$ cat src/common/decode_pkg.sv
`default_nettype none

package decode_pkg;

    localparam int window_bytes = 15;
    localparam int max_prefixes = 4;

    // modrm field codes
    localparam logic [1:0] mod_mem = 2'b00;
    localparam logic [1:0] mod_reg = 2'b11;
    localparam logic [2:0] rm_sib = 3'b100;
    localparam logic [2:0] rm_disp32 = 3'b101;
    localparam logic [2:0] rm16_disp16 = 3'b110;

    typedef logic [0:window_bytes-1][7:0] insn_window_t;

    typedef enum logic [1:0] {
        disp_none,
        disp_8,
        disp_16,
        disp_32
    } disp_size_e;

    typedef enum logic [2:0] {
        imm_none,
        imm_8,
        imm_16,
        imm_32,
        imm_48
    } imm_size_e;

    typedef enum logic [7:0] {
        pfx_es = 8'h26,
        pfx_cs = 8'h2E,
        pfx_ss = 8'h36,
        pfx_ds = 8'h3E,
        pfx_fs = 8'h64,
        pfx_gs = 8'h65,
        pfx_opsize = 8'h66,
        pfx_addrsize = 8'h67,
        pfx_lock = 8'hF0,
        pfx_repne = 8'hF2,
        pfx_rep = 8'hF3
    } prefix_e;

    ////////////////////////////////
    // one byte opcode map
    ////////////////////////////////
    typedef enum logic [7:0] {
        op_add_al_ib = 8'h04,
        op_add_eax_iz = 8'h05,
        op_two_byte = 8'h0F,
        op_push_iz = 8'h68,
        op_push_ib = 8'h6A,
        op_grp1_eb_ib = 8'h80,
        op_grp1_ev_iz = 8'h81,
        op_grp1_ev_ib = 8'h83,
        op_mov_ev_gv = 8'h89,
        op_mov_gv_ev = 8'h8B,
        op_mov_r_iz = 8'hB8,
        op_ret_iw = 8'hC2,
        op_mov_eb_ib = 8'hC6,
        op_mov_ev_iz = 8'hC7,
        op_int_ib = 8'hCD,
        op_jmp_far = 8'hEA
    } opcode_e;

    // second byte after 0F
    typedef enum logic [7:0] {
        op0f_jcc = 8'h80,
        op0f_imul_gv_ev = 8'hAF,
        op0f_bt_ev_ib = 8'hBA
    } opcode_0f_e;

    typedef struct packed {
        logic [2:0] count;
        logic op32;
        logic addr32;
    } prefix_info_t;

    typedef struct packed {
        logic double;
        logic has_modrm;
        imm_size_e imm;
    } op_class_t;

    typedef struct packed {
        logic [1:0] modrm_len;
        disp_size_e disp;
    } modrm_info_t;

    typedef struct packed {
        logic [31:0] displacement;
        logic [47:0] immediate;
        logic [3:0] length;
    } field_out_t;

endpackage

`default_nettype wire

$ cat src/source/decode_mode_reg.sv
`timescale 1ns/10ps
`default_nettype none

module decode_mode_reg (
    input wire clk,
    input wire rst_n,
    input wire cfg_write,
    input wire cfg_d32,
    output logic d32
);

    // code segment D bit resets to 32-bit
    always_ff @(posedge clk) begin
        if (!rst_n) begin
            d32 <= 1'b1;
        end else if (cfg_write) begin
            d32 <= cfg_d32;
        end
    end

endmodule

`default_nettype wire

$ cat src/decode/prefix_scan.sv
`timescale 1ns/10ps
`default_nettype none

module prefix_scan
    import decode_pkg::*;
(
    input wire insn_window_t in_bytes,
    input wire d32,
    output prefix_info_t prefix_info
);

    logic scanning;
    logic saw_opsize;
    logic saw_addrsize;
    logic [2:0] count;

    function automatic logic is_prefix(input logic [7:0] b);
        case (b)
            pfx_es, pfx_cs, pfx_ss, pfx_ds, pfx_fs, pfx_gs: begin
                is_prefix = 1'b1;
            end
            pfx_opsize, pfx_addrsize: begin
                is_prefix = 1'b1;
            end
            pfx_lock, pfx_repne, pfx_rep: begin
                is_prefix = 1'b1;
            end
            default: begin
                is_prefix = 1'b0;
            end
        endcase
    endfunction

    ////////////////////////////////
    // leading prefix scan
    ////////////////////////////////
    // stops at the first non prefix; a fifth prefix byte is the opcode
    always_comb begin
        scanning = 1'b1;
        saw_opsize = 1'b0;
        saw_addrsize = 1'b0;
        count = 3'd0;
        for (int i = 0; i < max_prefixes; i++) begin
            if (scanning && is_prefix(in_bytes[i])) begin
                count = count + 3'd1;
                if (in_bytes[i] == pfx_opsize) begin
                    saw_opsize = 1'b1;
                end
                if (in_bytes[i] == pfx_addrsize) begin
                    saw_addrsize = 1'b1;
                end
            end else begin
                scanning = 1'b0;
            end
        end
    end

    // 66 and 67 flip the default size
    always_comb begin
        prefix_info.count = count;
        prefix_info.op32 = d32 ^ saw_opsize;
        prefix_info.addr32 = d32 ^ saw_addrsize;
    end

endmodule

`default_nettype wire

$ cat src/decode/opcode_class.sv
`timescale 1ns/10ps
`default_nettype none

module opcode_class
    import decode_pkg::*;
(
    input wire insn_window_t in_bytes,
    input wire prefix_info_t prefix_info,
    output op_class_t op_class
);

    logic [7:0] first;
    logic [7:0] second;
    imm_size_e imm_z;
    imm_size_e imm_far;

    assign first = in_bytes[prefix_info.count];
    assign second = in_bytes[prefix_info.count + 3'd1];

    // z sized immediate follows the operand size
    always_comb begin
        if (prefix_info.op32) begin
            imm_z = imm_32;
            imm_far = imm_48;
        end else begin
            imm_z = imm_16;
            imm_far = imm_32;
        end
    end

    ////////////////////////////////
    // opcode table
    ////////////////////////////////
    always_comb begin
        op_class = '0;
        if (first == op_two_byte) begin
            op_class.double = 1'b1;
            if ((second & 8'hF0) == op0f_jcc) begin
                // jcc rel16/32
                op_class.imm = imm_z;
            end else begin
                case (second)
                    op0f_imul_gv_ev: begin
                        op_class.has_modrm = 1'b1;
                    end
                    op0f_bt_ev_ib: begin
                        op_class.has_modrm = 1'b1;
                        op_class.imm = imm_8;
                    end
                    default: begin
                        op_class.has_modrm = 1'b0;
                    end
                endcase
            end
        end else if ((first & 8'hF8) == op_mov_r_iz) begin
            // mov reg, imm for all eight registers
            op_class.imm = imm_z;
        end else begin
            case (first)
                op_add_al_ib, op_push_ib, op_int_ib: begin
                    op_class.imm = imm_8;
                end
                op_add_eax_iz, op_push_iz: begin
                    op_class.imm = imm_z;
                end
                op_ret_iw: begin
                    op_class.imm = imm_16;
                end
                op_jmp_far: begin
                    op_class.imm = imm_far;
                end
                op_grp1_eb_ib, op_grp1_ev_ib, op_mov_eb_ib: begin
                    op_class.has_modrm = 1'b1;
                    op_class.imm = imm_8;
                end
                op_grp1_ev_iz, op_mov_ev_iz: begin
                    op_class.has_modrm = 1'b1;
                    op_class.imm = imm_z;
                end
                op_mov_ev_gv, op_mov_gv_ev: begin
                    op_class.has_modrm = 1'b1;
                end
                default: begin
                    op_class.imm = imm_none;
                end
            endcase
        end
    end

endmodule

`default_nettype wire

$ cat src/decode/modrm_decode.sv
`timescale 1ns/10ps
`default_nettype none

module modrm_decode
    import decode_pkg::*;
(
    input wire insn_window_t in_bytes,
    input wire prefix_info_t prefix_info,
    input wire op_class_t op_class,
    output modrm_info_t modrm_info
);

    logic [3:0] modrm_pos;
    logic [7:0] modrm;
    logic [7:0] sib;
    logic [1:0] mod;
    logic [2:0] rm;

    // modrm sits right after the opcode bytes
    assign modrm_pos = 4'(prefix_info.count) + 4'(op_class.double) + 4'd1;
    assign modrm = in_bytes[modrm_pos];
    assign sib = in_bytes[modrm_pos + 4'd1];
    assign mod = modrm[7:6];
    assign rm = modrm[2:0];

    always_comb begin
        modrm_info = '0;
        if (op_class.has_modrm) begin
            modrm_info.modrm_len = 2'd1;
            if (prefix_info.addr32) begin
                // sib only with a memory operand
                if (mod != mod_reg && rm == rm_sib) begin
                    modrm_info.modrm_len = 2'd2;
                end
                case (mod)
                    mod_mem: begin
                        if (rm == rm_disp32 || (rm == rm_sib && sib[2:0] == rm_disp32)) begin
                            modrm_info.disp = disp_32;
                        end
                    end
                    2'b01: modrm_info.disp = disp_8;
                    2'b10: modrm_info.disp = disp_32;
                    default: modrm_info.disp = disp_none;
                endcase
            end else begin
                // 16-bit forms have no sib
                case (mod)
                    mod_mem: begin
                        if (rm == rm16_disp16) begin
                            modrm_info.disp = disp_16;
                        end
                    end
                    2'b01: modrm_info.disp = disp_8;
                    2'b10: modrm_info.disp = disp_16;
                    default: modrm_info.disp = disp_none;
                endcase
            end
        end
    end

endmodule

`default_nettype wire

$ cat src/decode/disp_imm_select.sv
`timescale 1ns/10ps
`default_nettype none

module disp_imm_select
    import decode_pkg::*;
(
    input wire clk,
    input wire rst_n,
    input wire in_valid,
    input wire insn_window_t in_bytes,
    input wire prefix_info_t prefix_info,
    input wire op_class_t op_class,
    input wire modrm_info_t modrm_info,
    output logic out_valid,
    output field_out_t out_fields
);

    logic [4:0] disp_pos;
    logic [4:0] imm_pos;
    logic [4:0] total_len;
    logic [2:0] disp_len;
    logic [2:0] imm_len;
    logic [31:0] disp_raw;
    logic [47:0] imm_raw;
    field_out_t next_fields;

    // past the window reads as zero
    function automatic logic [7:0] window_byte(input insn_window_t win, input logic [4:0] pos);
        if (pos < 5'(window_bytes)) begin
            window_byte = win[pos];
        end else begin
            window_byte = 8'h00;
        end
    endfunction

    always_comb begin
        case (modrm_info.disp)
            disp_8: disp_len = 3'd1;
            disp_16: disp_len = 3'd2;
            disp_32: disp_len = 3'd4;
            default: disp_len = 3'd0;
        endcase
        case (op_class.imm)
            imm_8: imm_len = 3'd1;
            imm_16: imm_len = 3'd2;
            imm_32: imm_len = 3'd4;
            imm_48: imm_len = 3'd6;
            default: imm_len = 3'd0;
        endcase
    end

    ////////////////////////////////
    // field offsets
    ////////////////////////////////
    assign disp_pos = 5'(prefix_info.count) + 5'(op_class.double) + 5'd1
                    + 5'(modrm_info.modrm_len);
    assign imm_pos = disp_pos + 5'(disp_len);
    assign total_len = imm_pos + 5'(imm_len);

    // little-endian gather
    always_comb begin
        for (int i = 0; i < 4; i++) begin
            disp_raw[8*i +: 8] = window_byte(in_bytes, disp_pos + 5'(i));
        end
        for (int i = 0; i < 6; i++) begin
            imm_raw[8*i +: 8] = window_byte(in_bytes, imm_pos + 5'(i));
        end
    end

    ////////////////////////////////
    // sign extension
    ////////////////////////////////
    always_comb begin
        case (modrm_info.disp)
            disp_8: next_fields.displacement = {{24{disp_raw[7]}}, disp_raw[7:0]};
            disp_16: next_fields.displacement = {{16{disp_raw[15]}}, disp_raw[15:0]};
            disp_32: next_fields.displacement = disp_raw;
            default: next_fields.displacement = 32'd0;
        endcase
        case (op_class.imm)
            imm_8: next_fields.immediate = {{40{imm_raw[7]}}, imm_raw[7:0]};
            imm_16: next_fields.immediate = {{32{imm_raw[15]}}, imm_raw[15:0]};
            imm_32: next_fields.immediate = {{16{imm_raw[31]}}, imm_raw[31:0]};
            imm_48: next_fields.immediate = imm_raw;
            default: next_fields.immediate = 48'd0;
        endcase
        next_fields.length = total_len[3:0];
    end

    always_ff @(posedge clk) begin
        if (!rst_n) begin
            out_valid <= 1'b0;
            out_fields <= '0;
        end else begin
            out_valid <= in_valid;
            if (in_valid) begin
                out_fields <= next_fields;
            end
        end
    end

endmodule

`default_nettype wire

$ cat src/source/x86_field_decode.sv
`timescale 1ns/10ps
`default_nettype none

module x86_field_decode
    import decode_pkg::*;
(
    input wire clk,
    input wire rst_n,
    input wire cfg_write,
    input wire cfg_d32,
    input wire in_valid,
    input wire insn_window_t in_bytes,
    output logic out_valid,
    output field_out_t out_fields
);

    logic d32;
    prefix_info_t prefix_info;
    op_class_t op_class;
    modrm_info_t modrm_info;

    decode_mode_reg i_decode_mode_reg (
        .clk(clk),
        .rst_n(rst_n),
        .cfg_write(cfg_write),
        .cfg_d32(cfg_d32),
        .d32(d32)
    );

    ////////////////////////////////
    // combinational field decode
    ////////////////////////////////
    prefix_scan i_prefix_scan (
        .in_bytes(in_bytes),
        .d32(d32),
        .prefix_info(prefix_info)
    );

    opcode_class i_opcode_class (
        .in_bytes(in_bytes),
        .prefix_info(prefix_info),
        .op_class(op_class)
    );

    modrm_decode i_modrm_decode (
        .in_bytes(in_bytes),
        .prefix_info(prefix_info),
        .op_class(op_class),
        .modrm_info(modrm_info)
    );

    // registered output stage
    disp_imm_select i_disp_imm_select (
        .clk(clk),
        .rst_n(rst_n),
        .in_valid(in_valid),
        .in_bytes(in_bytes),
        .prefix_info(prefix_info),
        .op_class(op_class),
        .modrm_info(modrm_info),
        .out_valid(out_valid),
        .out_fields(out_fields)
    );

endmodule

`default_nettype wire

$ cat config.mk
export PLATFORM = sky130hd
export DESIGN_NAME = x86_field_decode
export DESIGN_NICKNAME = d
export VERILOG_FILES = /design/src/common/decode_pkg.sv /design/src/source/decode_mode_reg.sv /design/src/decode/prefix_scan.sv /design/src/decode/opcode_class.sv /design/src/decode/modrm_decode.sv /design/src/decode/disp_imm_select.sv /design/src/source/x86_field_decode.sv
export SDC_FILE = /design/constraint.sdc
export NUM_CORES = 1
export LEC_CHECK = 0
export BUFFER_PORTS_ARGS = -buffer_cell sky130_fd_sc_hd__buf_4
export CORE_MARGIN = 4
export CORE_UTILIZATION = 40
export CTS_CLUSTER_SIZE = 25
export DETAILED_ROUTE_END_ITERATION = 8
export GPL_TIMING_DRIVEN = 0
export PLACE_DENSITY = 0.62
export RECOVER_POWER = 100
export SLEW_MARGIN = 15
export SYNTH_ARGS = -nofsm -noshare
export SYNTH_HDL_FRONTEND = slang
export SYNTH_HIERARCHICAL = 1
export SYNTH_SLANG_ARGS = --single-unit
$ cat constraint.sdc
create_clock -name clk -period 14.67 [get_ports clk]
set_input_delay 1.467 -clock clk [delete_from_list [all_inputs] [get_ports clk]]
set_output_delay 1.467 -clock clk [all_outputs]
set_load 0.05 [all_outputs]
# Yosys cells after proc, flatten, opt, wreduce, memory -nomap -nowiden
# Index checks and enable logic that the tools add are counted.
# word_totals
ff_bits,86
latchBits,0
mem_bits_rw,0
rom_bits,0
inputBits,125
output_inout_bits,85
elab_cells,260
mem_count,0
# classes
add_sub_neg,20
mul,0
div,0
magnitude_cmp,24
n_eq_ne,77
shift,0
mux,103
bitwise_logic,16
n_reduce_logical,15
# op_table
op,n
binary-select mux 8 bit (select 4 bit),14
2-to-1 mux 8 bit,36
== test 8 bit (second input constant),24
one-hot mux 48 bit (4 select lines),1
== test 8 x 7 -> 1 bit (second input constant),18
== test 8 x 6 -> 1 bit (second input constant),16
one-hot mux 32 bit (3 select lines),1
>= comparator 6 x 5 -> 1 bit (second input constant),10
NOT 5 -> 6 bit,10
< comparator 5 x 4 -> 1 bit (second input constant),10
OR reduction 11 bit,4
2-to-1 mux 1 bit,31
2-to-1 mux 3 bit,8
one-hot mux 3 bit (4 select lines),2
adder 5 x 2 -> 5 bit (second input constant),4
== test 8 x 3 -> 1 bit (second input constant),2
adder 5 x 1 -> 5 bit (second input constant),3
== test 3 bit (second input constant),5
one-hot mux 2 bit (3 select lines),2
adder 5 x 3 -> 5 bit (second input constant),2
>= comparator 4 x 5 -> 1 bit (second input constant),2
>= comparator 5 bit (second input constant),2
2-to-1 mux 2 bit,5
NOT 4 -> 5 bit,2
other kinds (26),41

# Logic depth before layout (Yosys ltp)
# depth
ltp_word,40
depth_mapped,52
ltp_nobuf,42

# Modules after synthesis
# The synthesis kept the hierarchy.
# by_module_without_submodules
module,instances,cells_each,area_each_um2,seq_area_each_um2
disp_imm_select,1,1144,12109.1,1701.6
modrm_decode,1,156,1380.1,0.0
opcode_class,1,132,1307.5,0.0
prefix_scan,1,66,431.7,0.0
decode_mode_reg,1,3,33.8,20.0

# Worst setup path after synthesis
# Ideal clock, no wire load.
# synth_path
path_type,in2reg
startpoint,in in_bytes[104] (netlist name)
endpoint,"reg, netlist name i_disp_imm_select/out_fields[44]"
setup_time_ns,0.126
arrival_ns,11.906
required_ns,14.544
path_slack_ns,2.638
path_stages,46
n_path_buf,12
path_cell_list,or4_4 > a211oi_2 > and2_4 > and4_4 > and2_1 > buf_2 > buf_2 > mux4_2 > mux2i_1 > nand4_1 > and4b_1 > clkbuf_1 > inv_1 > ha_1 > inv_1 > ha_1 > buf_2 > buf_2 > (+10 left out) > inv_1 > ha_1 > inv_1 > ha_1 > fa_1 > fa_1 > buf_2 > buf_2 > clkbuf_1 > clkinv_1 > ha_1 > buf_2 > buf_1 > buf_1 > mux4_2 > mux4_2 > a21oi_1 > a31oi_1
# synth_rtl
element,line_no,source
start: declaration,x86_field_decode.sv:12,"input wire insn_window_t in_bytes,"

==> results summary <==
Setup violations remaining at the end of the flow were counted as 0. The delay contributed by the slowest stage of the critical path is 730 ps. On the final layout, the worst clock skew is 9.799 ps.

In the detailed route, the total length drawn on met2 is 32020 um. The number of design-rule violations left by the first detailed-router iteration is 2332. The netlist uses 98 different library cells. The post-cts sizing count came out at 2.

The CTS H-tree depth came out at 3. The critical path start-end classification is input pin to flop. The sum of routed wire segments on met1 is 27430 um. Summing over every cut layer, the via total after detailed routing is 16430. The min-delay analysis places its worst path in the category flop to flop. The number of global-route vias before repair is 15620.

The headroom to the max-slew limit is 12.03%. The worst path arrival time is 14390 ps. The largest individual stage delay along the critical path comes from the cell sky130_fd_sc_hd__fa_1.

The clock passes through at most 2 buffers. Synthesis inferred 86 register bits. For this run, design rule violations remaining after detail routing come to 0. The placed wire-length estimate after detailed placement came out at 57060 um. The final layout contains 1882 nets. The die extent in x is 203.3 um. The number of instances in the synthesized netlist came out at 1501.

The maximum number of pins on one net before global-route repair is 17. The mapped netlist covers 15260 sq um. The number of clock sinks came out at 86. The cell area after placement is 17480 sq um. The share of the synthesized area in the top cell type came out at 35.12%. The post-detailed-route wirelength per cell came out at 34.56 um. The number of nets produced by synthesis came out at 1664. The layout filler cell count came out at 3720. sky130_fd_sc_hd__mux4_2 takes more of the synthesized area than any other cell.

The initial antenna violation count is 1. The number of standard cells in the final layout excluding fillers is 2236. The area of the multi-input gates came out at 12750 sq um. The placer's final routability congestion estimate is 1.029. In the synthesized netlist the dominant register cell turns out to be sky130_fd_sc_hd__dfxtp_1. The utilization of the core after routing came out at 46.28%. The ratio of total power to cell area is 59.28 nW/um^2. After detailed placement, the design holds a cell count of 2221. TritonCTS built the clock tree. The clock root buffer is sky130_fd_sc_hd__clkbuf_16. At the worst endpoint, the required time is 14920 ps. The final worst-path cycle share is 96.38%. The biggest fanout along the worst timing path came out at 19. Sorting the synthesized cells by area gives the leading types as sky130_fd_sc_hd__mux4_2 35%, sky130_fd_sc_hd__dfxtp_1 11%, sky130_fd_sc_hd__mux2i_1 9.8%.

The count of standard-cell rows came out at 71. For this run, the total global-route usage over all layers was measured as 36.13%. The mean area per synthesized cell is 10.17 sq um. The initial utilization of the core area, before any placement, comes to 40.52%. The hold violation count in the final report is 0. The shortest period the worst path allows came out at 14140 ps. The number of buffers inserted for hold repair after clock tree synthesis came out at 0. The maximum ir drop on the vdd rail came out at 0.00005710 V. The pre-antenna-repair detailed-routing pass consisted of 8 iterations. The leftover overflow at the end of global routing is 0.

The fraction of final layout cells sized beyond drive strength 1 came out at 29.81%. The first global-routing pass estimated 109600 um of wire. The die covers 41350 sq um. The slack of the worst reg-to-reg path came out at 7320 ps. The routed design uses 11870 um of met3 wire. The area added between synthesis and finish came out at 14.22%. After synthesis, flip-flops and latches occupy 11.28% of the total area. Counting stages on the worst path, the most repeated cell is sky130_fd_sc_hd__buf_2. The overall die height is 203.3 um. The achievable clock frequency came out at 70.73 MHz. Buffers inserted during clock tree synthesis total 9. The Yosys warning count is 6.

The async set-reset flop share out of synthesis is 0%. The count of antenna-violating nets left after detailed routing is 0. The overall routed net length came out at 77270 um. The post-layout total power is 1033 uW. The total of buffers placed on input and output ports is 208. The clock-pin transition on the worst setup and hold timing paths came out at 70 ps. The clock latency reported for the late side of the worst-skew pair came out at 370 ps. In this run the static leakage power is 0.006815 uW. The number of maximum-capacitance constraint violations is 0. The post-CTS setup buffer count came out at 0.

In this run the standard cell core region covers 37670 sq um. The commonest cells after synthesis are 238 x sky130_fd_sc_hd__mux4_2, 150 x sky130_fd_sc_hd__mux2i_1, 129 x sky130_fd_sc_hd__nand2_1. The slew at the pin with the worst max-slew slack is 1317 ps.

The cell area after layout came out at 17430 sq um. The number of vias per cell is 7.347. The most frequent cell after synthesis is sky130_fd_sc_hd__mux4_2.

Setup repair after global routing left no endpoint under its margin. The total area of sequential cells came out at 1722 sq um. For this design the top-level I/O count stands at 210. The flow ran to the end, and the final reports show no timing, DRC or antenna violations. The worst setup path is launched from an input pin. The type of element capturing the critical path is a flop.

The total count of max-transition violations in the final report came out at 0. The number of enable-type register cells in the synthesized netlist is 0. The detailed router used layers up to and including met5.
[worst max-delay path, delay by kind of cell]
| kind | cells | cell delay (ps) |
|---|---|---|
| AND/OR/NAND/NOR | 11 | 2390 |
| multiplexers | 5 | 2150 |
| AO/OA/AOI/OAI | 4 | 790 |
| buffers and inverters | 17 | 4790 |
| adder cells (fa/ha/maj) | 8 | 2730 |
[metrics by stage]
step / setup TNS, ps / setup slack, ps / hold slack (ps)
5_1_grt: 0 / 45.89 / 502.4
6_report: 0 / 531.7 / 468.2
3_5_place_dp: -13900 / -855.0 / 460.9
3_3_place_gp: -19310 / -832.2 / 448.4
4_1_cts: 0 / 76.47 / 476.8
2_1_floorplan: 0 / 2638 / 505.6
[cell type report]
| type | count | area share (%) |
|---|---|---|
| clock buffers | 9 | 1.292 |
| plain buffers | 127 | 3.546 |
| clock inverters | 7 | 0.3158 |
| diodes | 1 | 0.01436 |
| inverters | 43 | 0.9475 |
| repair buffers | 209 | 7.171 |
| multi-input cells | 1243 | 73.17 |
| flip-flops and latches | 86 | 9.877 |
| well taps | 511 | 3.668 |
[power by group]
part | internal (uW) | total [uW] | leakage (uW) | switching (uW)
sequential | 238 | 240 | 0.000695 | 2.21
clock | 117 | 227 | 0.000133 | 110
combinational | 232 | 567 | 0.00599 | 335
total | 586 | 1030 | 0.00681 | 447
[routing by layer]
metal / GRT usage [%] / vias up
met3: 14.07 / 354
li1: - / 6516
met1: 46.15 / 7987
met4: 19.80 / 2
met2: 52.71 / 1568
met5: 0 / -
[logic make-up after synthesis]
group / share of synthesized area (%)
AOI/OAI and AO/OA: 15.24
xor gates and xnor gates: 2.525
buffers and inverters: 5.206
adders and majority gates: 3.328
DFF: 11.28
muxes: 48.69
and+or+nand+nor: 13.73
[worst paths after layout]
check,startpoint,end,depth (start not counted)
setup / recovery,in_bytes[104],i_disp_imm_select/out_fields[48],45
hold / removal,i_disp_imm_select/out_fields[19],i_disp_imm_select/out_fields[19],2
hold reg to reg,i_disp_imm_select/out_fields[19],i_disp_imm_select/out_fields[19],2
setup reg to reg,i_decode_mode_reg/d32,i_disp_imm_select/out_fields[48],20
[registers in the layout (all words and copies together) (netlist names)]
signal                        cells
i_disp_imm_select/out_fields     84
i_decode_mode_reg/d32             1
i_disp_imm_select/out_valid       1
[cells in the final DEF (no fill, tap or decap), types with 10 or more instances in the layout]
cell	instances
sky130_fd_sc_hd__ha_1	35
sky130_fd_sc_hd__o21ai_0	99
sky130_fd_sc_hd__mux4_2	238
sky130_fd_sc_hd__nor2_1	37
sky130_fd_sc_hd__and2_1	11
sky130_fd_sc_hd__mux2i_1	150
sky130_fd_sc_hd__nand2b_1	24
sky130_fd_sc_hd__nand3_1	43
sky130_fd_sc_hd__a221o_1	16
sky130_fd_sc_hd__mux2_2	40
sky130_fd_sc_hd__nand3b_1	11
sky130_fd_sc_hd__a21oi_1	59
sky130_fd_sc_hd__dfxtp_1	86
sky130_fd_sc_hd__clkbuf_1	141
sky130_fd_sc_hd__nand2_1	129
sky130_fd_sc_hd__nor3_1	12
sky130_fd_sc_hd__nor4_1	13
sky130_fd_sc_hd__nor2b_1	55
sky130_fd_sc_hd__a22oi_1	17
sky130_fd_sc_hd__a211oi_1	15
sky130_fd_sc_hd__buf_2	47
sky130_fd_sc_hd__nand4_1	10
sky130_fd_sc_hd__a31oi_1	28
sky130_fd_sc_hd__a32oi_1	11
sky130_fd_sc_hd__nor3b_1	10
sky130_fd_sc_hd__inv_1	39
sky130_fd_sc_hd__o211ai_1	15
sky130_fd_sc_hd__buf_4	125
sky130_fd_sc_hd__and3_1	13
Power figures use the tool's default switching activity.
